`src/hw/ext_mem_pkg.sv`:
```
package ext_mem_pkg;

   // Bus widths shared by both front ends and the memory port
   localparam int ADDR_W = 16;  // Byte address
   localparam int DATA_W = 32;

   typedef logic [DATA_W-1:0]   word_t;
   typedef logic [DATA_W/8-1:0] strb_t;  // One bit per byte lane
   typedef logic [ADDR_W-1:0]   addr_t;

   // Back-end master slots in the merge
   localparam logic MASTER_I = 1'b0;  // Instruction cache
   localparam logic MASTER_D = 1'b1;  // Data cache

endpackage

```
`src/hw/fe_port.sv`:
```
`timescale 1ns/1ps

module fe_port (
   input  logic               clk_i,
   input  logic               arst_i,
   input  logic               req_i,
   input  ext_mem_pkg::addr_t addr_i,
   input  ext_mem_pkg::word_t wdata_i,
   input  ext_mem_pkg::strb_t wstrb_i,
   input  logic               ack_i,    // From cache
   input  ext_mem_pkg::word_t crdata_i,
   output logic               ready_o,
   output logic               rvalid_o,
   output ext_mem_pkg::word_t rdata_o,
   output logic               creq_o,   // Held until ack
   output ext_mem_pkg::addr_t caddr_o,
   output ext_mem_pkg::word_t cwdata_o,
   output ext_mem_pkg::strb_t cwstrb_o
);
   import ext_mem_pkg::*;

   logic  pend_q;   // Access captured, waiting on cache
   logic  wr_q;     // Captured access is a write
   addr_t addr_q;
   word_t wdata_q;
   strb_t wstrb_q;

   // New request only taken when nothing is pending
   always_ff @(posedge clk_i or posedge arst_i) begin
      if (arst_i) begin
         pend_q <= 1'b0;
         wr_q   <= 1'b0;
      end else if (!pend_q && req_i) begin
         pend_q <= 1'b1;
         wr_q   <= |wstrb_i;  // Nonzero strobe means write
      end else if (ack_i) begin
         pend_q <= 1'b0;
      end
   end

   always_ff @(posedge clk_i) begin
      if (!pend_q && req_i) begin
         addr_q  <= addr_i;
         wdata_q <= wdata_i;
         wstrb_q <= wstrb_i;
      end
   end

   // Drop request in the ack cycle so the cache does not restart
   assign creq_o   = pend_q & ~ack_i;
   assign caddr_o  = addr_q;
   assign cwdata_o = wdata_q;
   assign cwstrb_o = wstrb_q;

   assign ready_o  = ack_i;
   assign rvalid_o = ack_i & ~wr_q;  // No read data on writes
   assign rdata_o  = crdata_i;

endmodule

```
`src/hw/dm_cache.sv`:
```
`timescale 1ns/1ps

module dm_cache #(
   parameter int NLINES_W      = 4,  // Index bits
   parameter int WRITE_THROUGH = 0   // 1 lets writes through to the back end
) (
   input  logic               clk_i,
   input  logic               arst_i,
   input  logic               req_i,
   input  ext_mem_pkg::addr_t addr_i,   // Held by adapter until ack
   input  ext_mem_pkg::word_t wdata_i,
   input  ext_mem_pkg::strb_t wstrb_i,
   input  logic               invalidate_i,
   input  logic               be_ack_i,
   input  ext_mem_pkg::word_t be_rdata_i,
   output logic               ack_o,
   output ext_mem_pkg::word_t rdata_o,
   output logic               be_req_o,
   output ext_mem_pkg::addr_t be_addr_o,
   output ext_mem_pkg::word_t be_wdata_o,
   output ext_mem_pkg::strb_t be_wstrb_o
);
   import ext_mem_pkg::*;

   localparam int NLINES = 1 << NLINES_W;
   localparam int TAG_W  = ADDR_W - NLINES_W - 2;  // Above index and byte offset

   typedef enum logic [1:0] {
      S_IDLE,
      S_LOOKUP,
      S_FILL,
      S_WRITE
   } state_t;

   state_t              state_q;
   logic                be_req_q;
   logic                ack_q;
   logic                inv_pend_q;  // Invalidate seen during a back-end access
   logic [NLINES-1:0]   valid_q;
   logic [TAG_W-1:0]    tag_q [NLINES];
   word_t               data_q [NLINES];
   word_t               rdata_q;

   logic [NLINES_W-1:0] idx;
   logic [TAG_W-1:0]    tag;
   logic                hit;
   logic                is_wr;

   assign idx   = addr_i[NLINES_W+1:2];
   assign tag   = addr_i[ADDR_W-1:NLINES_W+2];
   assign hit   = valid_q[idx] && (tag_q[idx] == tag);
   assign is_wr = (WRITE_THROUGH != 0) && (|wstrb_i);  // I-side never writes

   // Control FSM and valid bits
   always_ff @(posedge clk_i or posedge arst_i) begin
      if (arst_i) begin
         state_q    <= S_IDLE;
         be_req_q   <= 1'b0;
         ack_q      <= 1'b0;
         inv_pend_q <= 1'b0;
         valid_q    <= '0;
      end else begin
         ack_q <= 1'b0;  // Single-cycle pulse
         case (state_q)
            S_IDLE: begin
               if (req_i) state_q <= S_LOOKUP;
            end
            S_LOOKUP: begin
               if (is_wr) begin
                  be_req_q <= 1'b1;  // Writes always reach memory
                  state_q  <= S_WRITE;
               end else if (hit) begin
                  ack_q   <= 1'b1;
                  state_q <= S_IDLE;
               end else begin
                  be_req_q <= 1'b1;  // Fetch the word on a miss
                  state_q  <= S_FILL;
               end
            end
            S_FILL: begin
               if (be_ack_i) begin
                  be_req_q     <= 1'b0;
                  valid_q[idx] <= 1'b1;
                  ack_q        <= 1'b1;
                  state_q      <= S_IDLE;
               end
            end
            S_WRITE: begin
               if (be_ack_i) begin
                  be_req_q <= 1'b0;
                  ack_q    <= 1'b1;
                  state_q  <= S_IDLE;
               end
            end
            default: state_q <= S_IDLE;
         endcase

         // Invalidate waits for the back end to go idle
         if (be_req_q) begin
            if (invalidate_i) inv_pend_q <= 1'b1;
         end else if (invalidate_i || inv_pend_q) begin
            valid_q    <= '0;
            inv_pend_q <= 1'b0;
         end
      end
   end

   // Tag and data arrays and the read data register
   always_ff @(posedge clk_i) begin
      if (state_q == S_LOOKUP && !is_wr && hit) begin
         rdata_q <= data_q[idx];
      end
      if (state_q == S_FILL && be_ack_i) begin
         data_q[idx] <= be_rdata_i;
         tag_q[idx]  <= tag;
         rdata_q     <= be_rdata_i;  // Forward fill word
      end else if (state_q == S_WRITE && be_ack_i && hit) begin
         for (int b = 0; b < DATA_W/8; b++) begin
            if (wstrb_i[b]) data_q[idx][8*b +: 8] <= wdata_i[8*b +: 8];  // Byte merge on hit
         end
      end
   end

   assign ack_o   = ack_q;
   assign rdata_o = rdata_q;

   // Back-end fields come straight from the held request
   assign be_req_o   = be_req_q;
   assign be_addr_o  = {addr_i[ADDR_W-1:2], 2'b00};  // Word aligned
   assign be_wdata_o = wdata_i;
   assign be_wstrb_o = is_wr ? wstrb_i : '0;

endmodule

```
`src/hw/be_merge.sv`:
```
`timescale 1ns/1ps

module be_merge (
   input  logic               clk_i,
   input  logic               arst_i,
   input  logic [1:0]         m_req_i,
   input  ext_mem_pkg::addr_t m_addr_i  [2],
   input  ext_mem_pkg::word_t m_wdata_i [2],
   input  ext_mem_pkg::strb_t m_wstrb_i [2],
   input  logic               mem_ack_i,
   input  ext_mem_pkg::word_t mem_rdata_i,
   output logic [1:0]         m_ack_o,
   output ext_mem_pkg::word_t m_rdata_o [2],
   output logic               mem_req_o,
   output ext_mem_pkg::addr_t mem_addr_o,
   output ext_mem_pkg::word_t mem_wdata_o,
   output ext_mem_pkg::strb_t mem_wstrb_o
);
   import ext_mem_pkg::*;

   logic busy_q;  // Grant held until ack
   logic gnt_q;   // Owner of the memory port
   logic rr_q;    // Master with priority next
   logic sel;

   // Priority master wins if requesting, else the other
   assign sel = m_req_i[rr_q] ? rr_q : ~rr_q;

   always_ff @(posedge clk_i or posedge arst_i) begin
      if (arst_i) begin
         busy_q <= 1'b0;
         gnt_q  <= MASTER_I;
         rr_q   <= MASTER_I;  // I-side first after reset
      end else if (!busy_q) begin
         if (|m_req_i) begin
            busy_q <= 1'b1;
            gnt_q  <= sel;
         end
      end else if (mem_ack_i) begin
         busy_q <= 1'b0;
         rr_q   <= ~gnt_q;  // Alternate on every ack
      end
   end

   assign mem_req_o   = busy_q;
   assign mem_addr_o  = m_addr_i[gnt_q];
   assign mem_wdata_o = m_wdata_i[gnt_q];
   assign mem_wstrb_o = m_wstrb_i[gnt_q];

   // Ack and read data only to the owner
   always_comb begin
      m_ack_o        = 2'b00;
      m_ack_o[gnt_q] = busy_q & mem_ack_i;
      m_rdata_o[MASTER_I] = (gnt_q == MASTER_I) ? mem_rdata_i : '0;
      m_rdata_o[MASTER_D] = (gnt_q == MASTER_D) ? mem_rdata_i : '0;
   end

endmodule

```
`src/hw/ext_mem.sv`:
```
`timescale 1ns/1ps

module ext_mem #(
   parameter int NLINES_W = 4  // Same depth for both caches
) (
   input  logic               clk_i,
   input  logic               arst_i,
   input  logic               invalidate_i,
   // Instruction port, read only
   input  logic               i_req_i,
   input  ext_mem_pkg::addr_t i_addr_i,
   output logic               i_ready_o,
   output logic               i_rvalid_o,
   output ext_mem_pkg::word_t i_rdata_o,
   // Data port
   input  logic               d_req_i,
   input  ext_mem_pkg::addr_t d_addr_i,
   input  ext_mem_pkg::word_t d_wdata_i,
   input  ext_mem_pkg::strb_t d_wstrb_i,
   output logic               d_ready_o,
   output logic               d_rvalid_o,
   output ext_mem_pkg::word_t d_rdata_o,
   // Native memory port
   output logic               mem_req_o,
   output ext_mem_pkg::addr_t mem_addr_o,
   output ext_mem_pkg::word_t mem_wdata_o,
   output ext_mem_pkg::strb_t mem_wstrb_o,
   input  logic               mem_ack_i,
   input  ext_mem_pkg::word_t mem_rdata_i
);
   import ext_mem_pkg::*;

   // Adapter to cache links per port
   logic  i_creq, d_creq;
   addr_t i_caddr, d_caddr;
   word_t i_cwdata, d_cwdata;
   strb_t i_cwstrb, d_cwstrb;
   logic  i_cack, d_cack;
   word_t i_crdata, d_crdata;

   // Cache back ends indexed by master slot
   logic [1:0] be_req;
   logic [1:0] be_ack;
   addr_t      be_addr  [2];
   word_t      be_wdata [2];
   strb_t      be_wstrb [2];
   word_t      be_rdata [2];

   fe_port i_fe_port (
      .clk_i(clk_i), .arst_i(arst_i),
      .req_i(i_req_i), .addr_i(i_addr_i),
      .wdata_i('0), .wstrb_i('0),  // I-side never writes
      .ack_i(i_cack), .crdata_i(i_crdata),
      .ready_o(i_ready_o), .rvalid_o(i_rvalid_o), .rdata_o(i_rdata_o),
      .creq_o(i_creq), .caddr_o(i_caddr), .cwdata_o(i_cwdata), .cwstrb_o(i_cwstrb)
   );

   fe_port d_fe_port (
      .clk_i(clk_i), .arst_i(arst_i),
      .req_i(d_req_i), .addr_i(d_addr_i),
      .wdata_i(d_wdata_i), .wstrb_i(d_wstrb_i),
      .ack_i(d_cack), .crdata_i(d_crdata),
      .ready_o(d_ready_o), .rvalid_o(d_rvalid_o), .rdata_o(d_rdata_o),
      .creq_o(d_creq), .caddr_o(d_caddr), .cwdata_o(d_cwdata), .cwstrb_o(d_cwstrb)
   );

   dm_cache #(.NLINES_W(NLINES_W), .WRITE_THROUGH(0)) i_icache (
      .clk_i(clk_i), .arst_i(arst_i),
      .req_i(i_creq), .addr_i(i_caddr), .wdata_i(i_cwdata), .wstrb_i(i_cwstrb),
      .invalidate_i(invalidate_i),
      .be_ack_i(be_ack[MASTER_I]), .be_rdata_i(be_rdata[MASTER_I]),
      .ack_o(i_cack), .rdata_o(i_crdata),
      .be_req_o(be_req[MASTER_I]), .be_addr_o(be_addr[MASTER_I]),
      .be_wdata_o(be_wdata[MASTER_I]), .be_wstrb_o(be_wstrb[MASTER_I])
   );

   dm_cache #(.NLINES_W(NLINES_W), .WRITE_THROUGH(1)) d_dcache (
      .clk_i(clk_i), .arst_i(arst_i),
      .req_i(d_creq), .addr_i(d_caddr), .wdata_i(d_cwdata), .wstrb_i(d_cwstrb),
      .invalidate_i(invalidate_i),
      .be_ack_i(be_ack[MASTER_D]), .be_rdata_i(be_rdata[MASTER_D]),
      .ack_o(d_cack), .rdata_o(d_crdata),
      .be_req_o(be_req[MASTER_D]), .be_addr_o(be_addr[MASTER_D]),
      .be_wdata_o(be_wdata[MASTER_D]), .be_wstrb_o(be_wstrb[MASTER_D])
   );

   be_merge i_be_merge (
      .clk_i(clk_i), .arst_i(arst_i),
      .m_req_i(be_req), .m_addr_i(be_addr), .m_wdata_i(be_wdata), .m_wstrb_i(be_wstrb),
      .mem_ack_i(mem_ack_i), .mem_rdata_i(mem_rdata_i),
      .m_ack_o(be_ack), .m_rdata_o(be_rdata),
      .mem_req_o(mem_req_o), .mem_addr_o(mem_addr_o),
      .mem_wdata_o(mem_wdata_o), .mem_wstrb_o(mem_wstrb_o)
   );

endmodule

```
`config.mk`:
```
export PLATFORM = sky130hd
export DESIGN_NAME = ext_mem
export DESIGN_NICKNAME = d
export VERILOG_FILES = /design/src/hw/ext_mem_pkg.sv /design/src/hw/fe_port.sv /design/src/hw/dm_cache.sv /design/src/hw/be_merge.sv /design/src/hw/ext_mem.sv
export SDC_FILE = /design/constraint.sdc
export NUM_CORES = 2
export LEC_CHECK = 0
export BUFFER_PORTS_ARGS = -buffer_cell sky130_fd_sc_hd__buf_2
export CORE_UTILIZATION = 66
export CTS_CLUSTER_DIAMETER = 60
export DETAILED_ROUTE_END_ITERATION = 10
export PLACE_DENSITY_LB_ADDON = 0.2
export SYNTH_ARGS = -nofsm -noshare
export SYNTH_HDL_FRONTEND = slang
export SYNTH_SLANG_ARGS = --single-unit
```
`constraint.sdc`:
```
create_clock -name clk_i -period 11.07 [get_ports clk_i]
set_clock_uncertainty 0.05 [all_clocks]
set_input_delay 1.107 -clock clk_i [delete_from_list [all_inputs] [get_ports clk_i]]
set_output_delay 1.107 -clock clk_i [all_outputs]
set_load 0.02 [all_outputs]
```
# ---- Word-level counts from Yosys, hierarchy flattened
# Memory sizes are Yosys's and may differ from the RTL's. A register that Yosys moved wholly into a read port is not among the register bits.
# Index checks and enable logic that the tools add are counted.
dict set report word_totals {
  ff_bits 116
  ramBits 1344
  in_bits 106
  wordCells 202
  memories 4
}
# name words width rd rd_clocked_by_memory_dff write_ports line_no
set mem_list {}
lappend mem_list {d_dcache.data_q 16 32 1 1 1 dm_cache.sv:41} ;# word_t data_q [NLINES];
lappend mem_list {i_icache.data_q 16 32 1 1 1 dm_cache.sv:41}
lappend mem_list {d_dcache.tag_q 16 10 1 1 1 dm_cache.sv:40} ;# logic [TAG_W-1:0] tag_q [NLINES];
lappend mem_list {i_icache.tag_q 16 10 1 1 1 dm_cache.sv:40}
dict set report op_classes {
  n_lt_le_gt_ge 8
  n_eq_ne 16
  mux 94
  bitwise_logic 18
  reduce_logical 42
}
# cell n
set ops {}
lappend ops {{2-to-1 mux 16 bit} 11}
lappend ops {{2-to-1 mux 32 bit} 5}
lappend ops {{2-to-1 mux 1 bit} 50}
lappend ops {{2-to-1 mux 8 bit} 4}
lappend ops {{bitwise OR 16 bit} 2}
lappend ops {{2-to-1 mux 4 bit} 6}
lappend ops {{== test 10 bit} 2}
lappend ops {{nonzero test 2 bit} 8}
lappend ops {{logical AND 1 bit} 14}
lappend ops {{2-to-1 mux 2 bit} 7}
lappend ops {{case mux 2 bit (3 select lines)} 2}
lappend ops {{AND reduction 2 bit} 6}
lappend ops {{< comparator 4 x 5 -> 1 bit (second input constant)} 2}
lappend ops {{!= test 2 bit (second input constant)} 5}
lappend ops {{binary-select mux 1 bit (select 4 bit)} 2}
lappend ops {{demux 1 bit (select 4 bit)} 2}
lappend ops {{== test 2 bit (second input constant)} 4}
lappend ops {{greater-or-equal comparator 4 x 1 -> 1 bit (second input constant)} 2}
lappend ops {{case mux 1 bit (2 select lines)} 4}
lappend ops {{OR reduction 4 bit} 2}
lappend ops {{NOT 1 bit} 6}
lappend ops {{AND reduction 3 bit} 2}
lappend ops {{OR reduction 2 bit} 3}
lappend ops {{AND 1 bit} 4}
lappend ops {{13 further kinds} 23}

# ---- Longest topological paths before layout
dict set report logic_depth {
  ltp_word 11
  ltp_mapped 12
  ltp_nobuf 7
}

# ---- By module
# Synthesis repeated with hierarchy kept, for this count alone.
dict set report unflattened {
  hier_cells 3185
  hier_area_um2 65138.7
}
# module instances cells_each area_per_inst_um2 seq_area_each_um2
set modules_own_cells {}
lappend modules_own_cells {{dm_cache at d_dcache} 1 1442 30088.9 21665.8}
lappend modules_own_cells {{dm_cache at i_icache} 1 1412 29833.6 21665.8}
lappend modules_own_cells {fe_port 2 94 1910.6 1611.5}
lappend modules_own_cells {be_merge 1 142 1391.3 75.1}
lappend modules_own_cells {ext_mem 1 1 3.8 0.0}

# ---- Worst setup path before layout
# OpenSTA, ideal clock, no wires.
dict set report synth_timing {
  kind {in2reg}
  startpoint {in mem_ack_i}
  endpoint {mem i_icache.data_q[12][0] (netlist name) (enable)}
  setup_time_ns 0.496
  arrival_time_ns 4.940
  required_ns 10.524
  path_slack_ns 5.585
  stages 6
  path_buffers 0
  cell_sequence {nand2_1 -> nor2_1 -> nand2_1 -> nor2_1 -> nand3_1 -> nor3_1}
}
dict set report synth_between {
  elab_chain_cells 5
}
# element line_no
set synth_rtl {}
lappend synth_rtl {{from (decl)} ext_mem.sv:28} ;# input logic mem_ack_i,
lappend synth_rtl {{AND 1 bit} be_merge.sv:53} ;# m_ack_o[gnt_q] = busy_q & mem_ack_i;
lappend synth_rtl {{AND 2 bit (no source line)} n/a}
lappend synth_rtl {{logical AND 1 bit} dm_cache.sv:113} ;# if (state_q == S_FILL && be_ack_i) begin
lappend synth_rtl {{2-to-1 mux 1 bit} dm_cache.sv:113}
lappend synth_rtl {{2-to-1 mux 1 bit (implied by the code)} dm_cache.sv:114} ;# data_q[idx] <= be_rdata_i;
lappend synth_rtl {{to (decl)} dm_cache.sv:41}
# Every way passes these cells.

==> impl_metrics.toml <==
[power_and_ir_drop]
ir_drop_mv = 0.176
p_leak_uw = 0.0220
p_per_area_nw_per_um2 = 213

[worst_setup_path]
startpoint_type = "flop"
reg2reg_depth = 8
crit_end = "d_dcache.data_q[10][7]"
reg2reg_slack_ns = 5.84
cp.required_ns = 11.38
r2r-end = "d_dcache.data_q[10][7]"
crit_path_max_fanout = 44
cp-end-kind = "flop"
cp_data_arrival_time_ns = 5.55
crit_type = "flop to flop"

[synth]
synthTopCellsByArea = "edfxtp_1 (74%), mux4_2 (15%), mux2_2 (2.1%)"
ys_warn_count = 0
synth_mux_area_share_pct = 18.8
ys.flop_type = "edfxtp_1"
synth_common_cells = "edfxtp_1 (1472), mux4_2 (408), mux2_2 (110)"
postSynthCellCount = 2683
yosys.area.top_type = "edfxtp_1"
synthAdderAreaFrac_pct = 0
synth-compound-area-share_pct = 1.48
synth-seq-cells = 1528
synth-edff-count = 1472
synth_top_area_share_pct = 73.7
synth_xor_area_share_pct = 0.292
synth.distinct_cells = 51
ys_seq_area_share_pct = 76.0
async_flop_share_pct = 3.14
yosysMostFrequentCell = "edfxtp_1"
synthSimpleGateAreaFrac_pct = 2.24
synth_top_family_by_area = "multiplexers"
synth.avg_cell_area_um2 = 22.3
synth_area_um2 = 60000

[placed_design]
dp_hpwl_um = 80500
pre_cts_ws_ns = 5.80
finalWeightedCongestion = 0.796
io_buffers = 220

[routing]
vias = 29100
drtPass1Iterations = 7
wl_per_cell_um = 32.9
drc_errors = 0
drt-total-wl_um = 140000
drtIter0Drc = 3305
antenna_left = 0
viasPerCell = 6.84

[cts]
cts_resized = 0
clkTransAtPathRegs_ns = 0.06
cts_sinks = 1528
root_buffer = "clkbuf_16"
cts_made_buffers = 151
hold_buffers = 0
post-cts-setup-buffers = 0
cts_max_level = 4
clkLatencyLatePin_ns = 0.75
cts_buffer_depth = 3
cts_tree = "done"

[timing]
fmax_mhz = 191
setup_tns_ns = 0
setup_ws_ns = 5.84
drv_slew = 0
rsz0062_at_grt = "no"
max_slew_margin_pct = 7.29
finalCritPeriodShare_pct = 47.3
setup_viol = 0
tightestPinTransition_ns = 1.38
finalCriticalPeriod_ns = 5.23
hold_viol = 0

[floorplan]
coreArea_um2 = 90000
start_util_pct = 66.6
pin_count = 227
chipWidth_um = 303
dieHeight_um = 303
rows = 110
dieArea_um2 = 92100

[cells_and_area]
nFillCells = 4815
post-route-util_pct = 74.9
final_nets = 3070
drive_gt1_share_pct = 34.3
area_delta_synth_final_pct = 12.5

[job]
drv_cap = 0

[global_routing]
antenna_found_initial = 9
grt_overflow_total = 0
gr-usage-all-layers_pct = 31.3
grt_pass1_wl_um = 201000
grt_pass1_vias = 29800
grt_max_degree = 142

[run_status]
status = "complete, no violations"

[hold_path]
hold_class = "flop to flop"
[area by class of cell]
class,instances,area [um^2],share of cell area (%)
Antenna cell,2,5.00,0.00742
Timing Repair Buffer,281,1610,2.39
Multi-Input combinational cell,993,13800,20.5
Inverter,9,33.8,0.0501
Clock buffer,201,4160,6.17
Clock inverter,70,795,1.18
Tap cell,1176,1470,2.18
Sequential cell,1528,45600,67.6
[metal layers]
layer	track usage (%)	part of all wire, %	up-vias
met4	10.6	3.0	8
li1	-	-	11800
met2	50.6	50	1712
met1	42.3	36	15400
met5	0	0.048	-
met3	7.95	11	284
[kinds of logic (layout without fill, tap and decap cells)]
logic type / Yosys count / in the layout
mux: 590 / 590
flops: 1528 / 1528
compound gates: 140 / 140
other cells: 1 / 4
buf+inv: 163 / 561
simple gates: 241 / 241
xor+xnor: 20 / 20
[cell usage in the layout (no fill, tap or decap), drive strengths merged, types with 3 or more instances in the layout]
| cell | instances |
|---|---|
| mux4 | 408 |
| nand2b | 5 |
| buf | 281 |
| clkinv | 45 |
| edfxtp | 1472 |
| and2 | 71 |
| nor3 | 10 |
| or4b | 4 |
| nand3 | 15 |
| clkinvlp | 4 |
| inv | 12 |
| o21a | 33 |
| nand4 | 6 |
| mux2 | 154 |
| xnor2 | 12 |
| o211ai | 3 |
| nor2b | 44 |
| a21oi | 68 |
| bufinv | 18 |
| clkbuf | 201 |
| mux2i | 28 |
| dfxtp | 8 |
| a22o | 4 |
| nand2 | 32 |
| o21ai | 5 |
| a21o | 3 |
| xor2 | 8 |
| a22oi | 12 |
| nor2 | 45 |
| dfrtp | 48 |
[worst min path at each step]
stage	startpoint	endpoint	slack, ns	cells past startpoint
detailed placement	d_dcache.valid_q[15]	d_dcache.valid_q[15]	0.43	1
finish	d_dcache.valid_q[1]	d_dcache.valid_q[1]	0.44	1
global placement	i_icache.valid_q[14]	i_icache.valid_q[14]	0.42	1
global route	d_dcache.valid_q[5]	d_dcache.valid_q[5]	0.46	1
floorplan	i_be_merge.rr_q	i_be_merge.rr_q	0.40	1
CTS	d_dcache.valid_q[5]	d_dcache.valid_q[5]	0.44	1
[through the flow]
step / area, um^2 / hold slack [ns] / total power [uW] / instances
floorplan: 60000 / 0.401 / 8570 / 2684
global placement: 62500 / 0.417 / 9200 / 3987
detailed placement: 62500 / 0.429 / 9300 / 3987
CTS: 67500 / 0.443 / 14400 / 4258
global route: 67500 / 0.458 / 14800 / 4259
finish: 67500 / 0.440 / 14400 / 4260
[power by group]
part / switching, uW / internal (uW) / leakage [uW]
Clock: 2110 / 3060 / 0.00242
Sequential: 170 / 6880 / 0.0141
Combinational: 1330 / 834 / 0.00553
Total: 3610 / 10800 / 0.0220
[sequential cells by signal (all words and copies together), names as in the netlist, 2 cells and up, named ones only]
signal / count
d_dcache.data_q: 512
d_dcache.rdata_o: 32
d_dcache.state_q: 2
d_dcache.tag_q: 160
d_dcache.valid_q: 16
d_fe_port.caddr_o: 14
d_fe_port.cwdata_o: 32
d_fe_port.cwstrb_o: 4
i_fe_port.caddr_o: 14
i_icache.data_q: 512
i_icache.rdata_o: 32
i_icache.state_q: 2
i_icache.tag_q: 160
i_icache.valid_q: 16
[critical path, stage by stage, from the launching register on]
cell and delay [ns]:
dfxtp_2 0.32, buf_4 0.60, mux4_2 0.61, a22o_1 0.23, a221oi_1 0.33, xnor2_1 0.17, a211oi_4 0.45, nand3_2 0.83
a21oi_1 1.23
No activity file was read; power rests on OpenSTA's default activity.
